File: src/common/ifu_pkg.sv
package ifu_pkg;

	// opcodes of the 32-bit control transfer formats
	localparam logic [6:0] OPC_BRANCH = 7'b1100011;
	localparam logic [6:0] OPC_JAL    = 7'b1101111;
	localparam logic [6:0] OPC_JALR   = 7'b1100111;

	// compressed quadrants
	localparam logic [1:0] RVC_Q1 = 2'b01;
	localparam logic [1:0] RVC_Q2 = 2'b10;

	// compressed funct3 codes of interest
	localparam logic [2:0] C_F3_JAL = 3'b001; // rv32 only
	localparam logic [2:0] C_F3_J   = 3'b101;
	localparam logic [2:0] C_F3_CR  = 3'b100; // jr/jalr/mv/add group, q2

	// one fetched word, two readings
	typedef union packed {
		struct packed {
			logic [6:0] imm_hi; // funct7 or upper imm bits
			logic [4:0] rs2;    // also imm bits for i/j formats
			logic [4:0] rs1;
			logic [2:0] funct3;
			logic [4:0] rd;     // low imm bits for b format
			logic [6:0] opcode;
		} rv32;
		struct packed {
			logic [15:0] upper;  // next parcel, not this inst
			logic [2:0]  funct3;
			logic        b12;    // imm msb, or jr/jalr select
			logic [4:0]  rs1_rd; // full reg, or imm + rs1' in [2:0]
			logic [4:0]  rs2;    // reg or imm bits
			logic [1:0]  op;     // 2'b11 = full 32-bit inst
		} rvc;
	} inst_word_u;

	// what the fetch stage needs to know about a word
	typedef struct packed {
		logic        inst_len_type; // 1 = 32-bit
		logic        is_b_inst;
		logic        is_jal_inst;
		logic        is_jalr_inst;
		logic [20:0] jump_ofs_imm;  // signed
		logic [4:0]  rs1_addr;
	} pre_dec_info_t;

	// packet handed to decode
	typedef struct packed {
		logic [31:0] pc;
		logic [31:0] inst;
		logic        to_jump; // predicted taken
	} fetch_pkt_t;

	// redirect from a later stage
	typedef struct packed {
		logic        valid;
		logic [31:0] addr;
	} flush_req_t;

endpackage

File: src/hw/pre_decode.sv
`timescale 1ns/1ps

module pre_decode (
	input  ifu_pkg::inst_word_u    inst,
	output ifu_pkg::pre_dec_info_t info
);

	logic is_rvc;

	logic rv_b;
	logic rv_jal;
	logic rv_jalr;
	logic [20:0] rv_b_imm;
	logic [20:0] rv_j_imm;
	logic [20:0] rv_i_imm;

	logic c_b;
	logic c_j;
	logic c_jal;
	logic c_cr_jump;
	logic c_jr;
	logic c_jalr;
	logic [20:0] c_b_imm;
	logic [20:0] c_j_imm;

	assign is_rvc = (inst.rvc.op != 2'b11); // low bits pick the view

	// full-width view
	assign rv_b    = (inst.rv32.opcode == ifu_pkg::OPC_BRANCH);
	assign rv_jal  = (inst.rv32.opcode == ifu_pkg::OPC_JAL);
	assign rv_jalr = (inst.rv32.opcode == ifu_pkg::OPC_JALR) && (inst.rv32.funct3 == 3'b000);

	// imm[12|10:5] in imm_hi, imm[4:1|11] in rd
	assign rv_b_imm = {{9{inst.rv32.imm_hi[6]}}, inst.rv32.rd[0], inst.rv32.imm_hi[5:0],
		inst.rv32.rd[4:1], 1'b0};
	// imm[20|10:1|11|19:12] spread over bits 31:12
	assign rv_j_imm = {inst.rv32.imm_hi[6], inst.rv32.rs1, inst.rv32.funct3, inst.rv32.rs2[0],
		inst.rv32.imm_hi[5:0], inst.rv32.rs2[4:1], 1'b0};
	assign rv_i_imm = {{9{inst.rv32.imm_hi[6]}}, inst.rv32.imm_hi, inst.rv32.rs2}; // jalr

	// compressed view
	assign c_b   = (inst.rvc.op == ifu_pkg::RVC_Q1) && (inst.rvc.funct3[2:1] == 2'b11); // beqz/bnez
	assign c_j   = (inst.rvc.op == ifu_pkg::RVC_Q1) && (inst.rvc.funct3 == ifu_pkg::C_F3_J);
	assign c_jal = (inst.rvc.op == ifu_pkg::RVC_Q1) && (inst.rvc.funct3 == ifu_pkg::C_F3_JAL);

	// rs2 = 0 and rs1 != 0 separates jr/jalr from mv/add/ebreak
	assign c_cr_jump = (inst.rvc.op == ifu_pkg::RVC_Q2) && (inst.rvc.funct3 == ifu_pkg::C_F3_CR) &&
		(inst.rvc.rs2 == 5'd0) && (inst.rvc.rs1_rd != 5'd0);
	assign c_jr   = c_cr_jump & ~inst.rvc.b12;
	assign c_jalr = c_cr_jump & inst.rvc.b12;

	// cb format, imm[8|4:3] at 12:10 and imm[7:6|2:1|5] at 6:2
	assign c_b_imm = {{13{inst.rvc.b12}}, inst.rvc.rs2[4:3], inst.rvc.rs2[0],
		inst.rvc.rs1_rd[4:3], inst.rvc.rs2[2:1], 1'b0};
	// cj format, imm[11|4|9:8|10|6|7|3:1|5]
	assign c_j_imm = {{10{inst.rvc.b12}}, inst.rvc.rs1_rd[1], inst.rvc.rs1_rd[3:2],
		inst.rvc.rs2[4], inst.rvc.rs1_rd[0], inst.rvc.rs2[0], inst.rvc.rs1_rd[4],
		inst.rvc.rs2[3:1], 1'b0};

	always_comb begin
		info = '0;
		info.inst_len_type = ~is_rvc;
		if (is_rvc) begin
			info.is_b_inst    = c_b;
			info.is_jal_inst  = c_j | c_jal;
			info.is_jalr_inst = c_jr | c_jalr; // offset stays 0
			if (c_b)
				info.jump_ofs_imm = c_b_imm;
			else if (c_j | c_jal)
				info.jump_ofs_imm = c_j_imm;
			// rs1' maps onto x8..x15
			info.rs1_addr = c_b ? {2'b01, inst.rvc.rs1_rd[2:0]} : inst.rvc.rs1_rd;
		end else begin
			info.is_b_inst    = rv_b;
			info.is_jal_inst  = rv_jal;
			info.is_jalr_inst = rv_jalr;
			if (rv_b)
				info.jump_ofs_imm = rv_b_imm;
			else if (rv_jal)
				info.jump_ofs_imm = rv_j_imm;
			else if (rv_jalr)
				info.jump_ofs_imm = rv_i_imm;
			info.rs1_addr = inst.rv32.rs1;
		end
	end

endmodule

File: src/hw/pc_gen.sv
`timescale 1ns/1ps

module pc_gen #(
	parameter logic [31:0] RST_PC = 32'h0000_0000
) (
	input  logic [31:0]            now_pc,
	input  logic                   to_rst,          // first cycle out of reset
	input  logic                   to_flush,        // redirect pending
	input  logic [31:0]            flush_addr_hold,
	input  logic [31:0]            rs1_v,           // jalr base
	input  ifu_pkg::pre_dec_info_t info,
	output logic                   to_jump,
	output logic [31:0]            new_pc
);

	logic [31:0] seq_step;
	logic [31:0] jump_ofs;
	logic [31:0] add_base;
	logic [31:0] add_ofs;
	logic [31:0] pc_sum;
	logic [31:0] pc_nxt;

	// static guess
	// backward branch taken, forward branch not, jumps always
	assign to_jump = (info.is_b_inst & info.jump_ofs_imm[20]) | info.is_jal_inst |
		info.is_jalr_inst;

	assign seq_step = info.inst_len_type ? 32'd4 : 32'd2;
	assign jump_ofs = {{11{info.jump_ofs_imm[20]}}, info.jump_ofs_imm}; // sign extend

	// one adder serves both the target and the fall-through
	assign add_base = (to_jump & info.is_jalr_inst) ? rs1_v : now_pc;
	assign add_ofs  = to_jump ? jump_ofs : seq_step;
	assign pc_sum   = add_base + add_ofs;

	// jalr target drops bit 0
	assign pc_nxt = info.is_jalr_inst ? {pc_sum[31:1], 1'b0} : pc_sum;

	// reset beats flush beats the sum
	always_comb begin
		if (to_rst)
			new_pc = RST_PC;
		else if (to_flush)
			new_pc = flush_addr_hold;
		else
			new_pc = pc_nxt;
	end

endmodule

File: src/fetch/fetch_ctrl.sv
`timescale 1ns/1ps

module fetch_ctrl (
	input  logic                clk,
	input  logic                reset,
	input  ifu_pkg::flush_req_t flush,

	// instruction memory
	output logic                imem_req,
	output logic [31:0]         imem_addr,
	input  logic                imem_resp_valid,
	input  logic [31:0]         imem_rdata,

	// from pc_gen
	input  logic [31:0]         new_pc,
	input  logic                to_jump,

	input  logic                queue_free,

	// state out to pc_gen
	output logic [31:0]         now_pc,
	output logic                to_rst,
	output logic                to_flush,
	output logic [31:0]         flush_addr_hold,

	// into the queue
	output logic                push,
	output ifu_pkg::fetch_pkt_t push_pkt
);

	logic outstanding; // one request in flight
	logic resp;        // response to our request this cycle
	logic stale;       // response belongs to the old path
	logic flush_take;  // pc takes the held flush addr
	logic pc_upd;

	assign resp  = outstanding & imem_resp_valid;
	assign stale = to_flush | flush.valid;
	assign push  = resp & ~stale;

	// with a request in flight the flush waits for its response, which is dropped
	assign flush_take = to_flush & ~to_rst & (~outstanding | resp);
	assign pc_upd     = to_rst | flush_take | push;

	// no new fetch until the redirect has landed in the pc
	assign imem_req  = ~outstanding & ~to_rst & ~to_flush & ~flush.valid & queue_free;
	assign imem_addr = now_pc;

	assign push_pkt = '{pc: now_pc, inst: imem_rdata, to_jump: to_jump};

	// forces new_pc = RST_PC right after reset
	always_ff @(posedge clk) begin
		if (reset)
			to_rst <= 1'b1;
		else
			to_rst <= 1'b0;
	end

	always_ff @(posedge clk) begin
		if (reset)
			outstanding <= 1'b0;
		else if (imem_req)
			outstanding <= 1'b1;
		else if (resp)
			outstanding <= 1'b0;
	end

	// a newer flush overwrites one still held
	always_ff @(posedge clk) begin
		if (reset)
			to_flush <= 1'b0;
		else if (flush.valid)
			to_flush <= 1'b1;
		else if (flush_take)
			to_flush <= 1'b0;
	end

	always_ff @(posedge clk) begin
		if (flush.valid)
			flush_addr_hold <= flush.addr;
	end

	// loaded with RST_PC via to_rst
	always_ff @(posedge clk) begin
		if (pc_upd)
			now_pc <= new_pc;
	end

	// no second request before the first is answered
	a_one_outstanding: assert property (@(posedge clk) disable iff (reset)
		imem_req |=> (!imem_req until_with imem_resp_valid));

	a_resp_requested: assert property (@(posedge clk) disable iff (reset)
		imem_resp_valid |-> outstanding);

	// slot was checked at request time
	a_push_has_room: assert property (@(posedge clk) disable iff (reset)
		push |-> queue_free);

endmodule

File: src/fetch/fetch_queue.sv
`timescale 1ns/1ps

module fetch_queue #(
	parameter int QUEUE_DEPTH = 4,
	parameter int DEC_CREDITS = 2
) (
	input  logic                clk,
	input  logic                reset,

	input  logic                push,
	input  ifu_pkg::fetch_pkt_t push_pkt,
	output logic                queue_free,

	// decode side
	input  logic                dec_credit_return, // one slot freed in decode
	output logic                out_valid,
	output ifu_pkg::fetch_pkt_t out_pkt
);

	localparam int PW = (QUEUE_DEPTH > 1) ? $clog2(QUEUE_DEPTH) : 1;
	localparam int CW = $clog2(QUEUE_DEPTH + 1);
	localparam int KW = $clog2(DEC_CREDITS + 1);

	localparam logic [PW-1:0] LAST_SLOT = PW'(QUEUE_DEPTH - 1);
	localparam logic [CW-1:0] FULL_CNT  = CW'(QUEUE_DEPTH);
	localparam logic [KW-1:0] MAX_CRED  = KW'(DEC_CREDITS);

	ifu_pkg::fetch_pkt_t slots [QUEUE_DEPTH];

	logic [PW-1:0] wr_ptr;
	logic [PW-1:0] rd_ptr;
	logic [CW-1:0] count;   // packets held
	logic [KW-1:0] credits; // free slots in decode

	assign queue_free = (count != FULL_CNT);
	assign out_valid  = (count != '0) && (credits != '0); // send = pop
	assign out_pkt    = slots[rd_ptr];

	always_ff @(posedge clk) begin
		if (push)
			slots[wr_ptr] <= push_pkt;
	end

	// pointers wrap at depth, not at a power of two
	always_ff @(posedge clk) begin
		if (reset) begin
			wr_ptr <= '0;
			rd_ptr <= '0;
		end else begin
			if (push)
				wr_ptr <= (wr_ptr == LAST_SLOT) ? '0 : wr_ptr + 1'b1;
			if (out_valid)
				rd_ptr <= (rd_ptr == LAST_SLOT) ? '0 : rd_ptr + 1'b1;
		end
	end

	always_ff @(posedge clk) begin
		if (reset)
			count <= '0;
		else if (push && !out_valid)
			count <= count + 1'b1;
		else if (!push && out_valid)
			count <= count - 1'b1;
	end

	// decode starts empty
	always_ff @(posedge clk) begin
		if (reset)
			credits <= MAX_CRED;
		else if (out_valid && !dec_credit_return)
			credits <= credits - 1'b1;
		else if (!out_valid && dec_credit_return)
			credits <= credits + 1'b1;
	end

	// decode never returns more than it was given
	a_credit_bound: assert property (@(posedge clk) disable iff (reset)
		credits <= MAX_CRED);

	a_no_send_dry: assert property (@(posedge clk) disable iff (reset)
		(credits == '0 && !dec_credit_return) |=> !out_valid);

endmodule

File: src/hw/ifu_top.sv
`timescale 1ns/1ps

module ifu_top #(
	parameter logic [31:0] RST_PC      = 32'h0000_0000,
	parameter int          QUEUE_DEPTH = 4,
	parameter int          DEC_CREDITS = 2
) (
	input  logic                clk,
	input  logic                reset,
	input  ifu_pkg::flush_req_t flush,

	output logic                imem_req,
	output logic [31:0]         imem_addr,
	input  logic                imem_resp_valid,
	input  logic [31:0]         imem_rdata,

	output logic [4:0]          rs1_addr, // comb read, same cycle
	input  logic [31:0]         rs1_v,

	output logic                out_valid,
	output ifu_pkg::fetch_pkt_t out_pkt,
	input  logic                dec_credit_return
);

	logic [31:0]            now_pc;
	logic                   to_rst;
	logic                   to_flush;
	logic [31:0]            flush_addr_hold;
	logic [31:0]            new_pc;
	logic                   to_jump;
	logic                   queue_free;
	logic                   push;
	ifu_pkg::fetch_pkt_t    push_pkt;
	ifu_pkg::pre_dec_info_t pd_info;

	assign rs1_addr = pd_info.rs1_addr;

	fetch_ctrl u_fetch_ctrl (
		.clk(clk), .reset(reset), .flush(flush),
		.imem_req(imem_req), .imem_addr(imem_addr),
		.imem_resp_valid(imem_resp_valid), .imem_rdata(imem_rdata),
		.new_pc(new_pc), .to_jump(to_jump), .queue_free(queue_free),
		.now_pc(now_pc), .to_rst(to_rst), .to_flush(to_flush),
		.flush_addr_hold(flush_addr_hold),
		.push(push), .push_pkt(push_pkt)
	);

	// the raw memory word is decoded before it is registered anywhere
	pre_decode u_pre_decode (
		.inst(ifu_pkg::inst_word_u'(imem_rdata)),
		.info(pd_info)
	);

	pc_gen #(.RST_PC(RST_PC)) u_pc_gen (
		.now_pc(now_pc), .to_rst(to_rst), .to_flush(to_flush),
		.flush_addr_hold(flush_addr_hold), .rs1_v(rs1_v), .info(pd_info),
		.to_jump(to_jump), .new_pc(new_pc)
	);

	fetch_queue #(.QUEUE_DEPTH(QUEUE_DEPTH), .DEC_CREDITS(DEC_CREDITS)) u_fetch_queue (
		.clk(clk), .reset(reset),
		.push(push), .push_pkt(push_pkt), .queue_free(queue_free),
		.dec_credit_return(dec_credit_return),
		.out_valid(out_valid), .out_pkt(out_pkt)
	);

endmodule

File: config.mk
export PLATFORM = sky130hd
export DESIGN_NAME = ifu_top
export DESIGN_NICKNAME = d
export VERILOG_FILES = /design/src/common/ifu_pkg.sv /design/src/hw/pre_decode.sv /design/src/hw/pc_gen.sv /design/src/fetch/fetch_ctrl.sv /design/src/fetch/fetch_queue.sv /design/src/hw/ifu_top.sv
export SDC_FILE = /design/constraint.sdc
export NUM_CORES = 1
export LEC_CHECK = 0
export BUFFER_PORTS_ARGS = -buffer_cell sky130_fd_sc_hd__buf_2
export CORE_AREA = 2 2 196 160
export DETAILED_ROUTE_END_ITERATION = 8
export DIE_AREA = 0 0 198 162
export PLACE_DENSITY = 0.7
export SLEW_MARGIN = 20
export SYNTH_ARGS = -nofsm -noshare
export SYNTH_HDL_FRONTEND = slang
export SYNTH_SLANG_ARGS = --single-unit
File: constraint.sdc
create_clock -name clk -period 4.9 [get_ports clk]
set_input_delay 0.245 -clock clk [delete_from_list [all_inputs] [get_ports clk]]
set_output_delay 0.245 -clock clk [all_outputs]
set_load 0.02 [all_outputs]
Word level (Yosys, flattened, before mapping). Memories as Yosys holds them, arrays and structs flattened. A register that Yosys moved wholly into a read port is not among the register bits. Index checks and enable logic that the tools add are counted.

Register bits after elaboration: 76. Bits in writable memories: 260. Bits of input ports: 101. Output and inout port bits: 104. Logic and storage cells: 107. Memories kept: 1.

Memories: u_fetch_queue.slots (words 4, bits a word 65, rd ports 1, clocked after Yosys merged registers in 1, write ports 1, line fetch_queue.sv:28) `ifu_pkg::fetch_pkt_t slots [QUEUE_DEPTH];`.

Add/sub/neg operators: 7. Equality and inequality tests: 13. Muxes and demuxes: 27. Bitwise logic cells: 26. Reduce and logical (&&, ||, !) cells: 24.

Operators by type and width (number): two-way mux 21 bit (5); two-way mux 32 bit (3); adder 32 bit (1); two-way mux 29 bit (1); equality test 7 bit, second input constant (3); bitwise AND 1 bit (12); logical AND 1 bit (12); two-way mux 2 bit (6); nonzero test 2 bit (5); two-way mux 3 bit (3); equality test 2 bit, second input constant (4); two-way mux 1 bit (8); OR 1 bit (8); adder 2 x 1 -> 2 bit, second input constant (3); equality test 3 bit, second input constant (2); NOT 1 bit (6); logical NOT 5 bit (1); two-way mux 5 bit (1); nonzero test 5 bit (1); adder 3 x 1 -> 3 bit, second input constant (1); equality test 3 x 1 -> 1 bit, second input constant (1); logical NOT 1 bit (3); logical NOT 3 bit (1); != test 3 bit, second input constant (1); other kinds (5) (5).

Longest topological paths before layout. Gate-level depths: netlist of run 1.

Depth after elaboration: 15. Depth in mapped cells: 20. Gate-level depth less buffers: 17.

Modules after synthesis. A second synthesis of run 1 with hierarchy kept.

Cells, all modules: 1048. Area, all modules: 16010.4 µm².

Modules (own cells, without submodules): fetch_queue (times used 1, cells each 395, area an instance 9985.8 µm², seq. area each 8027.7 µm²); fetch_ctrl (times used 1, cells each 175, area an instance 2782.7 µm², seq. area each 1981.9 µm²); pc_gen (times used 1, cells each 402, area an instance 2707.6 µm², seq. area each 0.0 µm²); pre_decode (times used 1, cells each 76, area an instance 534.3 µm², seq. area each 0.0 µm²).

Least setup slack after synthesis of run 1. Ideal clock, no wire load.

Kind: input-to-reg. Start point: input port imem_rdata[14]. End point: register u_fetch_ctrl.now_pc[24], in the netlist u_fetch_ctrl.imem_addr[24], data pin. Data arrival time: 3.935 ns. Required time: 4.624 ns. Setup slack: 0.689 ns. Cell stages on the path: 15. Path buffers: 2. Path through: or3_1 -> buf_2 -> o32ai_4 -> clkbuf_1 -> mux2_2 -> ha_1 -> fa_1 -> a21oi_1 -> o21ai_1 -> a21oi_1 -> o2111a_1 -> o31ai_1 -> a221o_1 -> a21oi_1 -> o221ai_1.

Word-level cells in the longest chain between the ends: 13. Elaborated cells between the ends (all ways): 30. Classes of those cells: add/sub: 1; eq/ne: 4; mux: 9; bitwise: 8; reduce/logical: 8.

RTL lines: start: declaration (line ifu_top.sv:15) `input logic [31:0] imem_rdata,`; equality test 3 bit, or another cell as far along (line pre_decode.sv:43) `assign c_j = (inst.rvc.op == ifu_pkg::RVC_Q1) && (inst.rvc.funct3 == ifu_pkg::C_F3_J);`; logical AND 1 bit, on equally long branches (line pre_decode.sv:43, pre_decode.sv:44, pre_decode.sv:31); OR 1 bit / two-way mux 21 bit (equally long branches) (line pre_decode.sv:65, pre_decode.sv:69, pre_decode.sv:81); two-way mux 21 bit, on equally long branches (line pre_decode.sv:69, pre_decode.sv:79); two-way mux 21 bit, on equally long branches (line pre_decode.sv:67, pre_decode.sv:77); two-way mux 29 bit * (line pre_decode.sv:63) `if (is_rvc) begin`; bitwise AND 1 bit (line pc_gen.sv:25) `assign to_jump = (info.is_b_inst & info.jump_ofs_imm[20]) | info.is_jal_inst |`; OR 1 bit (2 in a row) (line pc_gen.sv:25); bitwise AND 1 bit (line pc_gen.sv:32) `assign add_base = (to_jump & info.is_jalr_inst) ? rs1_v : now_pc;`; two-way mux 32 bit (line pc_gen.sv:32); adder 32 bit * (line pc_gen.sv:34) `assign pc_sum = add_base + add_ofs;`; two-way mux 32 bit * (line pc_gen.sv:43) `else if (to_flush)`; end signal: assignment (line fetch_ctrl.sv:86) `now_pc <= new_pc;`; end: declaration (line fetch_ctrl.sv:21) `output logic [31:0] now_pc,`.

Every way passes the cells marked *; elsewhere a longest branch is shown, timed or not. A chain may end at the register's enable or synchronous reset.

Worst setup path after layout of run 1.
Start point: input port imem_rdata[1]. End point: register u_fetch_ctrl.now_pc[31], in the netlist u_fetch_ctrl.imem_addr[31], data pin.

Word-level cells in the longest chain between the ends: 13. Elaborated cells between the ends (all ways): 32. Classes of those cells: add/sub: 1; eq/ne: 6; mux: 10; bitwise: 8; reduce/logical: 7.

RTL lines (line): equality test 7 bit / equality test 2 x 1 -> 1 bit (equally long branches); logical AND 1 bit, on equally long branches (pre_decode.sv:31, pre_decode.sv:43, pre_decode.sv:44); two-way mux 21 bit / OR 1 bit (equally long branches) (pre_decode.sv:81, pre_decode.sv:65, pre_decode.sv:69); two-way mux 21 bit, on equally long branches (pre_decode.sv:79, pre_decode.sv:69); two-way mux 21 bit, on equally long branches (pre_decode.sv:77, pre_decode.sv:67); two-way mux 29 bit (pre_decode.sv:63); bitwise AND 1 bit (pc_gen.sv:25); OR 1 bit (2 in a row) (pc_gen.sv:25); bitwise AND 1 bit (pc_gen.sv:32); two-way mux 32 bit (pc_gen.sv:32); adder 32 bit * (pc_gen.sv:34); two-way mux 32 bit * (pc_gen.sv:43).

Marked as above.

==> results of run 1 <==
[worst max path at each step]
| stage | startpoint | to | slack [ps] | cells past startpoint |
|---|---|---|---|---|
| finish | imem_rdata[1] | u_fetch_ctrl.imem_addr[31] | 380 | 18 |
| global route | imem_rdata[1] | u_fetch_ctrl.imem_addr[31] | 40 | 18 |
| CTS | imem_rdata[1] | u_fetch_ctrl.imem_addr[31] | 250 | 18 |
| detailed placement | imem_rdata[14] | u_fetch_ctrl.imem_addr[31] | 280 | 17 |
| global placement | imem_rdata[14] | u_fetch_ctrl.imem_addr[31] | 370 | 17 |
| floorplan | imem_rdata[14] | u_fetch_ctrl.imem_addr[24] | 690 | 15 |
[cell type report]
cell class,instances,area share
inverter,13,0.00268
sequential,338,0.551
antenna,1,0.000138
timing repair buffer,280,0.0971
clock inverter,21,0.0150
multi-input combinational,514,0.257
tap,413,0.0284
clock buffer,38,0.0488
[kinds of logic after synthesis]
family | count (synthesis) | synth area share
XOR/XNOR | 29 | 0.0171
adder cells (fa/ha/maj) | 40 | 0.0347
AO/OA/AOI/OAI | 147 | 0.0658
buffers and inverters | 51 | 0.0134
multiplexers | 114 | 0.134
flip-flops | 338 | 0.673
AND/OR/NAND/NOR | 184 | 0.0614
[layout by cell type, fill, tap and decap left out, types with 22 or more instances in the layout]
| cell type | synthesis | routed |
|---|---|---|
| edfxtp_1 | 324 | 324 |
| buf_2 | 6 | 204 |
| nor2_1 | 65 | 65 |
| mux4_2 | 65 | 65 |
| a21oi_1 | 61 | 61 |
| dlygate4sd3_1 | 0 | 50 |
| nand2_1 | 45 | 45 |
| ha_1 | 38 | 38 |
| mux2_2 | 35 | 35 |
| clkbuf_16 | 0 | 35 |
| buf_4 | 0 | 22 |
[through the flow]
step	hold WS (ps)	instance area [sq um]
after detailed placement	423	16500
after global routing	16.2	18200
after global placement	421	16500
final	15.0	18200
after CTS	1.46	18200
after floorplan	273	14900
[what timing repair did]
action | CTS | global route
gates resized for setup | 0 | 4
hold buffers | 50 | 0
buffers inserted | 0 | 2
setup endpoints to repair | 0 | 5
endpoints found under the hold margin | 88 | 0
[sequential cells by signal (all words and copies together), names as in the netlist, named ones only]
| register | count |
|---|---|
| u_fetch_ctrl.flush_addr_hold | 32 |
| u_fetch_ctrl.imem_addr | 32 |
| u_fetch_ctrl.outstanding | 1 |
| u_fetch_ctrl.to_flush | 1 |
| u_fetch_ctrl.to_rst | 1 |
| u_fetch_queue.count | 3 |
| u_fetch_queue.credits | 2 |
| u_fetch_queue.rd_ptr | 2 |
| u_fetch_queue.slots | 260 |
| u_fetch_queue.wr_ptr | 2 |
[report_power, final]
part	internal [W]	total (W)	switching (W)
clock network	0.00163	0.00271	0.00108
logic	0.000811	0.00179	0.000977
registers	0.00331	0.00353	0.000217
[critical path, delay by kind of cell]
family | cells | cell delay (ps)
buf+inv | 2 | 740
simple gates | 5 | 1310
compound gates | 10 | 2260
fa+ha+maj | 1 | 310
[metal layers]
metal | share of wire | global-route usage
met5 | 0.00019 | 0
met4 | 0.021 | 0.0619
met1 | 0.43 | 0.323
met2 | 0.47 | 0.365
met3 | 0.070 | 0.0422
[cell usage after synthesis (7+ instances only)]
| master | instances | area (sq um) |
|---|---|---|
| nor3_1 | 7 | 35.0 |
| buf_1 | 10 | 37.5 |
| xor2_1 | 14 | 123 |
| mux4_2 | 65 | 1460 |
| nand3_1 | 9 | 45.0 |
| nor2_1 | 65 | 244 |
| mux2i_1 | 14 | 140 |
| inv_1 | 12 | 45.0 |
| nor2b_1 | 7 | 43.8 |
| clkbuf_1 | 22 | 82.6 |
| nand2_1 | 45 | 169 |
| o21ai_0 | 11 | 55.1 |
| edfxtp_1 | 324 | 9730 |
| a21o_1 | 11 | 82.6 |
| a21oi_1 | 61 | 305 |
| dfxtp_1 | 14 | 280 |
| ha_1 | 38 | 475 |
| xnor2_1 | 15 | 131 |
| mux2_2 | 35 | 394 |
==> summary.md, run 1 <==
| Metric | Value |
|---|---|
| Status | `finished, final reports clean` |
| Min-Delay Path Depth | `1` |
| Vias | `9,164` |
| Layout Cells excl Fill | `1,618` |
| Placer Congestion | `0.908` |
| CP max FO | `9` |
| Nets | `1,323` |
| CTS sink count | `338` |
| Gr ovfl total | `0` |
| Worst setup path class | `input pin to flip-flop` |
| Drt initial violations | `725` |
| Worst-case reg-to-reg path depth | `11` |
| Routed vias/inst | `5.66` |
| Total power | `0.00803 W` |
| Setup violations, final | `0` |
| FILL cells | `2,268` |
| Max-slew violations | `0` |
| Die Y | `162 um` |
| First-pass GRT wire length | `54,500 um` |
| Core Rows | `57` |
| I/O Buffers | `204` |
| Post-synth cell types | `72` |
| Final Util | `0.606` |
| Crit path time final | `4520 ps` |
| Maximum clock frequency | `221 MHz` |
| Layout cells sized above 1 | `0.338` |
| Die Area | `0.0321 sq mm` |
| Routed wire per std cell | `22.2 um` |
| Place WS | `280 ps` |
| Clock Root Buffer | `clkbuf_16` |
| Final ANT Viol Nets | `0` |
| CP startpoint kind | `input pin` |
| Die width | `198 um` |
| Clk Latency, worst-skew pair | `530 ps` |
| Worst path max stage delay | `550 ps` |
| Clock-pin slew on the worst setup and hold paths | `60 ps` |
| Initial antenna violation count | `2` |
| Crit share post-route | `0.923` |
| Max transition margin | `0.289` |
| Vias in the first global route | `9,313` |
| Setup ws final | `378 ps` |
| Area Growth Syn to Fin | `22.4%` |
| #FFs+latches synth | `338` |
| Core Box Area | `0.0300 sq mm` |
| Total Routing Usage GR | `0.227` |
| Max VDD drop | `0.338 mV` |
| Slew @ Worst Pin | `1070 ps` |
| Post-Synthesis Cells | `903` |
| Slowest cell on crit path | `dlygate4sd3_1` |
| Hold Path End | `u_fetch_queue.slots[2][22]` |
| Asr flop ratio synth | `0` |
| Ys Warns | `0` |
| RSZ-0062 raised after global routing | `false` |
| FF-to-FF setup slack | `1480 ps` |
| Worst r2r src | `u_fetch_ctrl.imem_addr[0]` |
| Htree depth | `2` |
| I/O pins | `205` |
| Crit path DAT | `4870 ps` |
| Pwr dens | `441 mW/mm^2` |
| Synthesized Nets | `1,044` |
| CTS tree | `built` |
| Post-synth EDFFs | `324` |
| Largest net degree at the start of global routing | `59` |
| Drt pass-1 iters | `5` |
| Min-Delay Path Class | `input pin to flip-flop` |
| FF+latch area | `0.0100 sq mm` |
| Max_cap viols | `0` |
| Clk_skew | `24.8 ps` |
| R2R Path End | `u_fetch_ctrl.imem_addr[24]` |
| CTS Buf Count | `35` |
| Final wirelength | `35,900 um` |
| Worst Hold Launch | `imem_rdata[21]` |
| Max Root-Sink Buffers | `3` |
| Multi-input logic area | `0.00468 sq mm` |
| Initial Util | `0.495` |
| Cell area after synthesis | `0.0149 sq mm` |
| CP Cell Sequence | `dlygate4sd3_1 > buf_2 > and4b_1 > or2_0 > a22o_4 > o21a_1 > nor4_4 > a21oi_1 > o32ai_2 > ha_1 > a211oi_1 > o31ai_2 > o211ai_1 > o21ai_1 > a41o_2 > a31oi_1 > nor4_1 > nor4_2` |
| Post-Syn Area per Cell | `16.5 sq um` |
| Final hold viol count | `0` |
| Static leakage | `6.60 nW` |
| Ys flop type | `edfxtp_1` |
| Setup_tns | `0 ps` |
| Data required, critical path | `5250 ps` |
| Sequential-to-total area share from yosys stat | `0.673` |
| CP Capture Type | `flip-flop` |
| Residual DRC | `0` |
| DP HPWL | `23,600 um` |
| Placed insts | `1,506` |
Note: power is estimated with default switching activity, not from simulation.
==> run 2: changes to the inputs <==
==> constraint.sdc (replaced) <==
create_clock -name clk -period 5.3 [get_ports clk]
set_input_delay 0.265 -clock clk [delete_from_list [all_inputs] [get_ports clk]]
set_output_delay 0.265 -clock clk [all_outputs]
set_load 0.02 [all_outputs]
==> summary.md, run 2 (synthesis results as in run 1) <==
| Metric | Value |
|---|---|
| Vias in the first global route | `9,077` |
| CP max FO | `13` |
| R2R Path End | `u_fetch_ctrl.imem_addr[31]` |
| CTS sink count | `338` |
| Biggest register | `u_fetch_queue.slots` |
| First-pass GRT wire length | `52,900 um` |
| Residual DRC | `0` |
| Max transition margin | `0.297` |
| Crit share post-route | `0.849` |
| Max-slew violations | `0` |
| CTS Buf Count | `35` |
| Static leakage | `6.39 nW` |
| Max reg flops | `260` |
| WP buf/inv | `2` |
| CP Capture Type | `flip-flop` |
| Area Growth Syn to Fin | `19.7%` |
| Setup violations, final | `0` |
| Layout Cells excl Fill | `1,595` |
| CP Cell Sequence | `buf_2 > and4bb_2 > or2_0 > a22o_4 > o21a_1 > nor4_4 > buf_4 > a31oi_1 > ha_1 > nand2_1 > o31ai_1 > o211ai_1 > o21ai_1 > a41o_1 > a31oi_1 > nor4_1 > nor4_2` |
| Die Area | `0.0321 sq mm` |
| Worst-case reg-to-reg path depth | `10` |
| Slew @ Worst Pin | `1050 ps` |
| Crit path time final | `4500 ps` |
| Max_cap viols | `0` |
| Commonest non-fill, non-tap cell in the layout | `edfxtp_1` |
| Crit path DAT | `4760 ps` |
| Maximum clock frequency | `222 MHz` |
| Final wirelength | `34,800 um` |
| Delay-heaviest family, CP | `compound AO/OA/AOI/OAI gates` |
| Data required, critical path | `5550 ps` |
| Routed wire per std cell | `21.8 um` |
| RSZ-0062 raised after global routing | `false` |
| Die Y | `162 um` |
| Worst Hold Launch | `imem_rdata[26]` |
| Max Root-Sink Buffers | `3` |
| CTS tree | `built` |
| Initial Util | `0.495` |
| Status | `finished, final reports clean` |
| Core Box Area | `0.0300 sq mm` |
| Clk Latency, worst-skew pair | `520 ps` |
| Most frequent cells in the layout | `324 x edfxtp_1, 204 x buf_2, 65 x nor2_1, 65 x mux4_2, 61 x a21oi_1` |
| Placed insts | `1,499` |
| Final hold viol count | `0` |
| Clock Root Buffer | `clkbuf_16` |
| Vias | `8,966` |
| Routed vias/inst | `5.62` |
| Final ANT Viol Nets | `0` |
| Min-Delay Path Class | `input pin to flip-flop` |
| Drt initial violations | `638` |
| # Post-CTS Setup Buffers | `0` |
| I/O Buffers | `204` |
| Nets | `1,298` |
| Placer Congestion | `0.880` |
| I/O pins | `205` |
| Post_cts resized | `0` |
| Drt pass-1 iters | `5` |
| Worst path max stage delay | `490 ps` |
| Clock-pin slew on the worst setup and hold paths | `60 ps` |
| Total Routing Usage GR | `0.220` |
| Min-Delay Path Depth | `1` |
| Slowest cell on crit path | `o31ai_1` |
| DP HPWL | `23,700 um` |
| FF-to-FF setup slack | `1840 ps` |
| Core Rows | `57` |
| Layout cells sized above 1 | `0.326` |
| Pwr dens | `399 mW/mm^2` |
| Initial antenna violation count | `2` |
| Die width | `198 um` |
| Worst r2r src | `u_fetch_ctrl.imem_addr[3]` |
| Setup_tns | `0 ps` |
| Max VDD drop | `0.307 mV` |
| Crit path top cell by count | `a31oi_1` |
| Hold_buf cts | `34` |
| Hold Path End | `u_fetch_queue.slots[0][27]` |
| Htree depth | `2` |
| CP startpoint kind | `input pin` |
| Worst setup path class | `input pin to flip-flop` |
| Clk_skew | `26.9 ps` |
| Gr ovfl total | `0` |
| Largest net degree at the start of global routing | `59` |
-- run 2: changes by cell type in the layout (fill, tap and decap cells not counted), moves of 3 or more --
cell | previous run | this run
buf_4 | 22 | 13
bufinv_16 | 6 | 0
clkbuf_1 | 3 | 12
clkinv_2 | 5 | 2
dlygate4sd3_1 | 50 | 34
-- run 2: how the worst max path moves through the flow --
stage                    from                         end  slack [ps]  cells past startpoint
5_1_grt        imem_rdata[14]  u_fetch_ctrl.imem_addr[31]         420                     17
6_report       imem_rdata[14]  u_fetch_ctrl.imem_addr[31]         800                     17
4_1_cts        imem_rdata[14]  u_fetch_ctrl.imem_addr[31]         840                     17
3_3_place_gp   imem_rdata[14]  u_fetch_ctrl.imem_addr[31]         470                     17
2_1_floorplan  imem_rdata[14]  u_fetch_ctrl.imem_addr[24]        1070                     15
3_5_place_dp   imem_rdata[14]  u_fetch_ctrl.imem_addr[31]         310                     17
-- run 2: metrics by stage --
| stage | utilization | power, W | cell area (sq um) | hold WS, ps | setup slack (ps) |
|---|---|---|---|---|---|
| finish | 0.593 | 0.00710 | 17800 | 11.2 | 798 |
| detailed placement | 0.548 | 0.00496 | 16400 | 443 | 314 |
| global route | 0.593 | 0.00741 | 17800 | 15.1 | 424 |
| floorplan | - | 0.00440 | 14900 | 293 | 1070 |
| CTS | 0.593 | 0.00718 | 17800 | 0.0282 | 844 |
| global placement | 0.548 | 0.00494 | 16400 | 442 | 468 |
-- run 2: area by class of cell --
type	count	area [sq um]
Antenna cell	1	2.50
Clock buffer	48	935
Clock inverter	13	73.8
Fill cell	2295	12200
Inverter	13	48.8
Multi-Input combinational cell	514	4670
Sequential cell	338	10000
Tap cell	413	517
Timing Repair Buffer	255	1540
-- run 2: per-layer routing --
metal,part of all wire,global-route usage,vias up
met2,0.48,0.355,286
li1,-,-,4115
met1,0.45,0.317,4523
met5,0.00032,0,-
met4,0.015,0.0496,2
met3,0.057,0.0372,40
-- run 2: where the power goes --
part	internal [W]	switching, W	leakage [nW]
Clock	0.00124	0.000965	0.484
Sequential	0.00306	0.000150	3.12
Combinational	0.000740	0.000948	2.79
Total	0.00504	0.00206	6.39
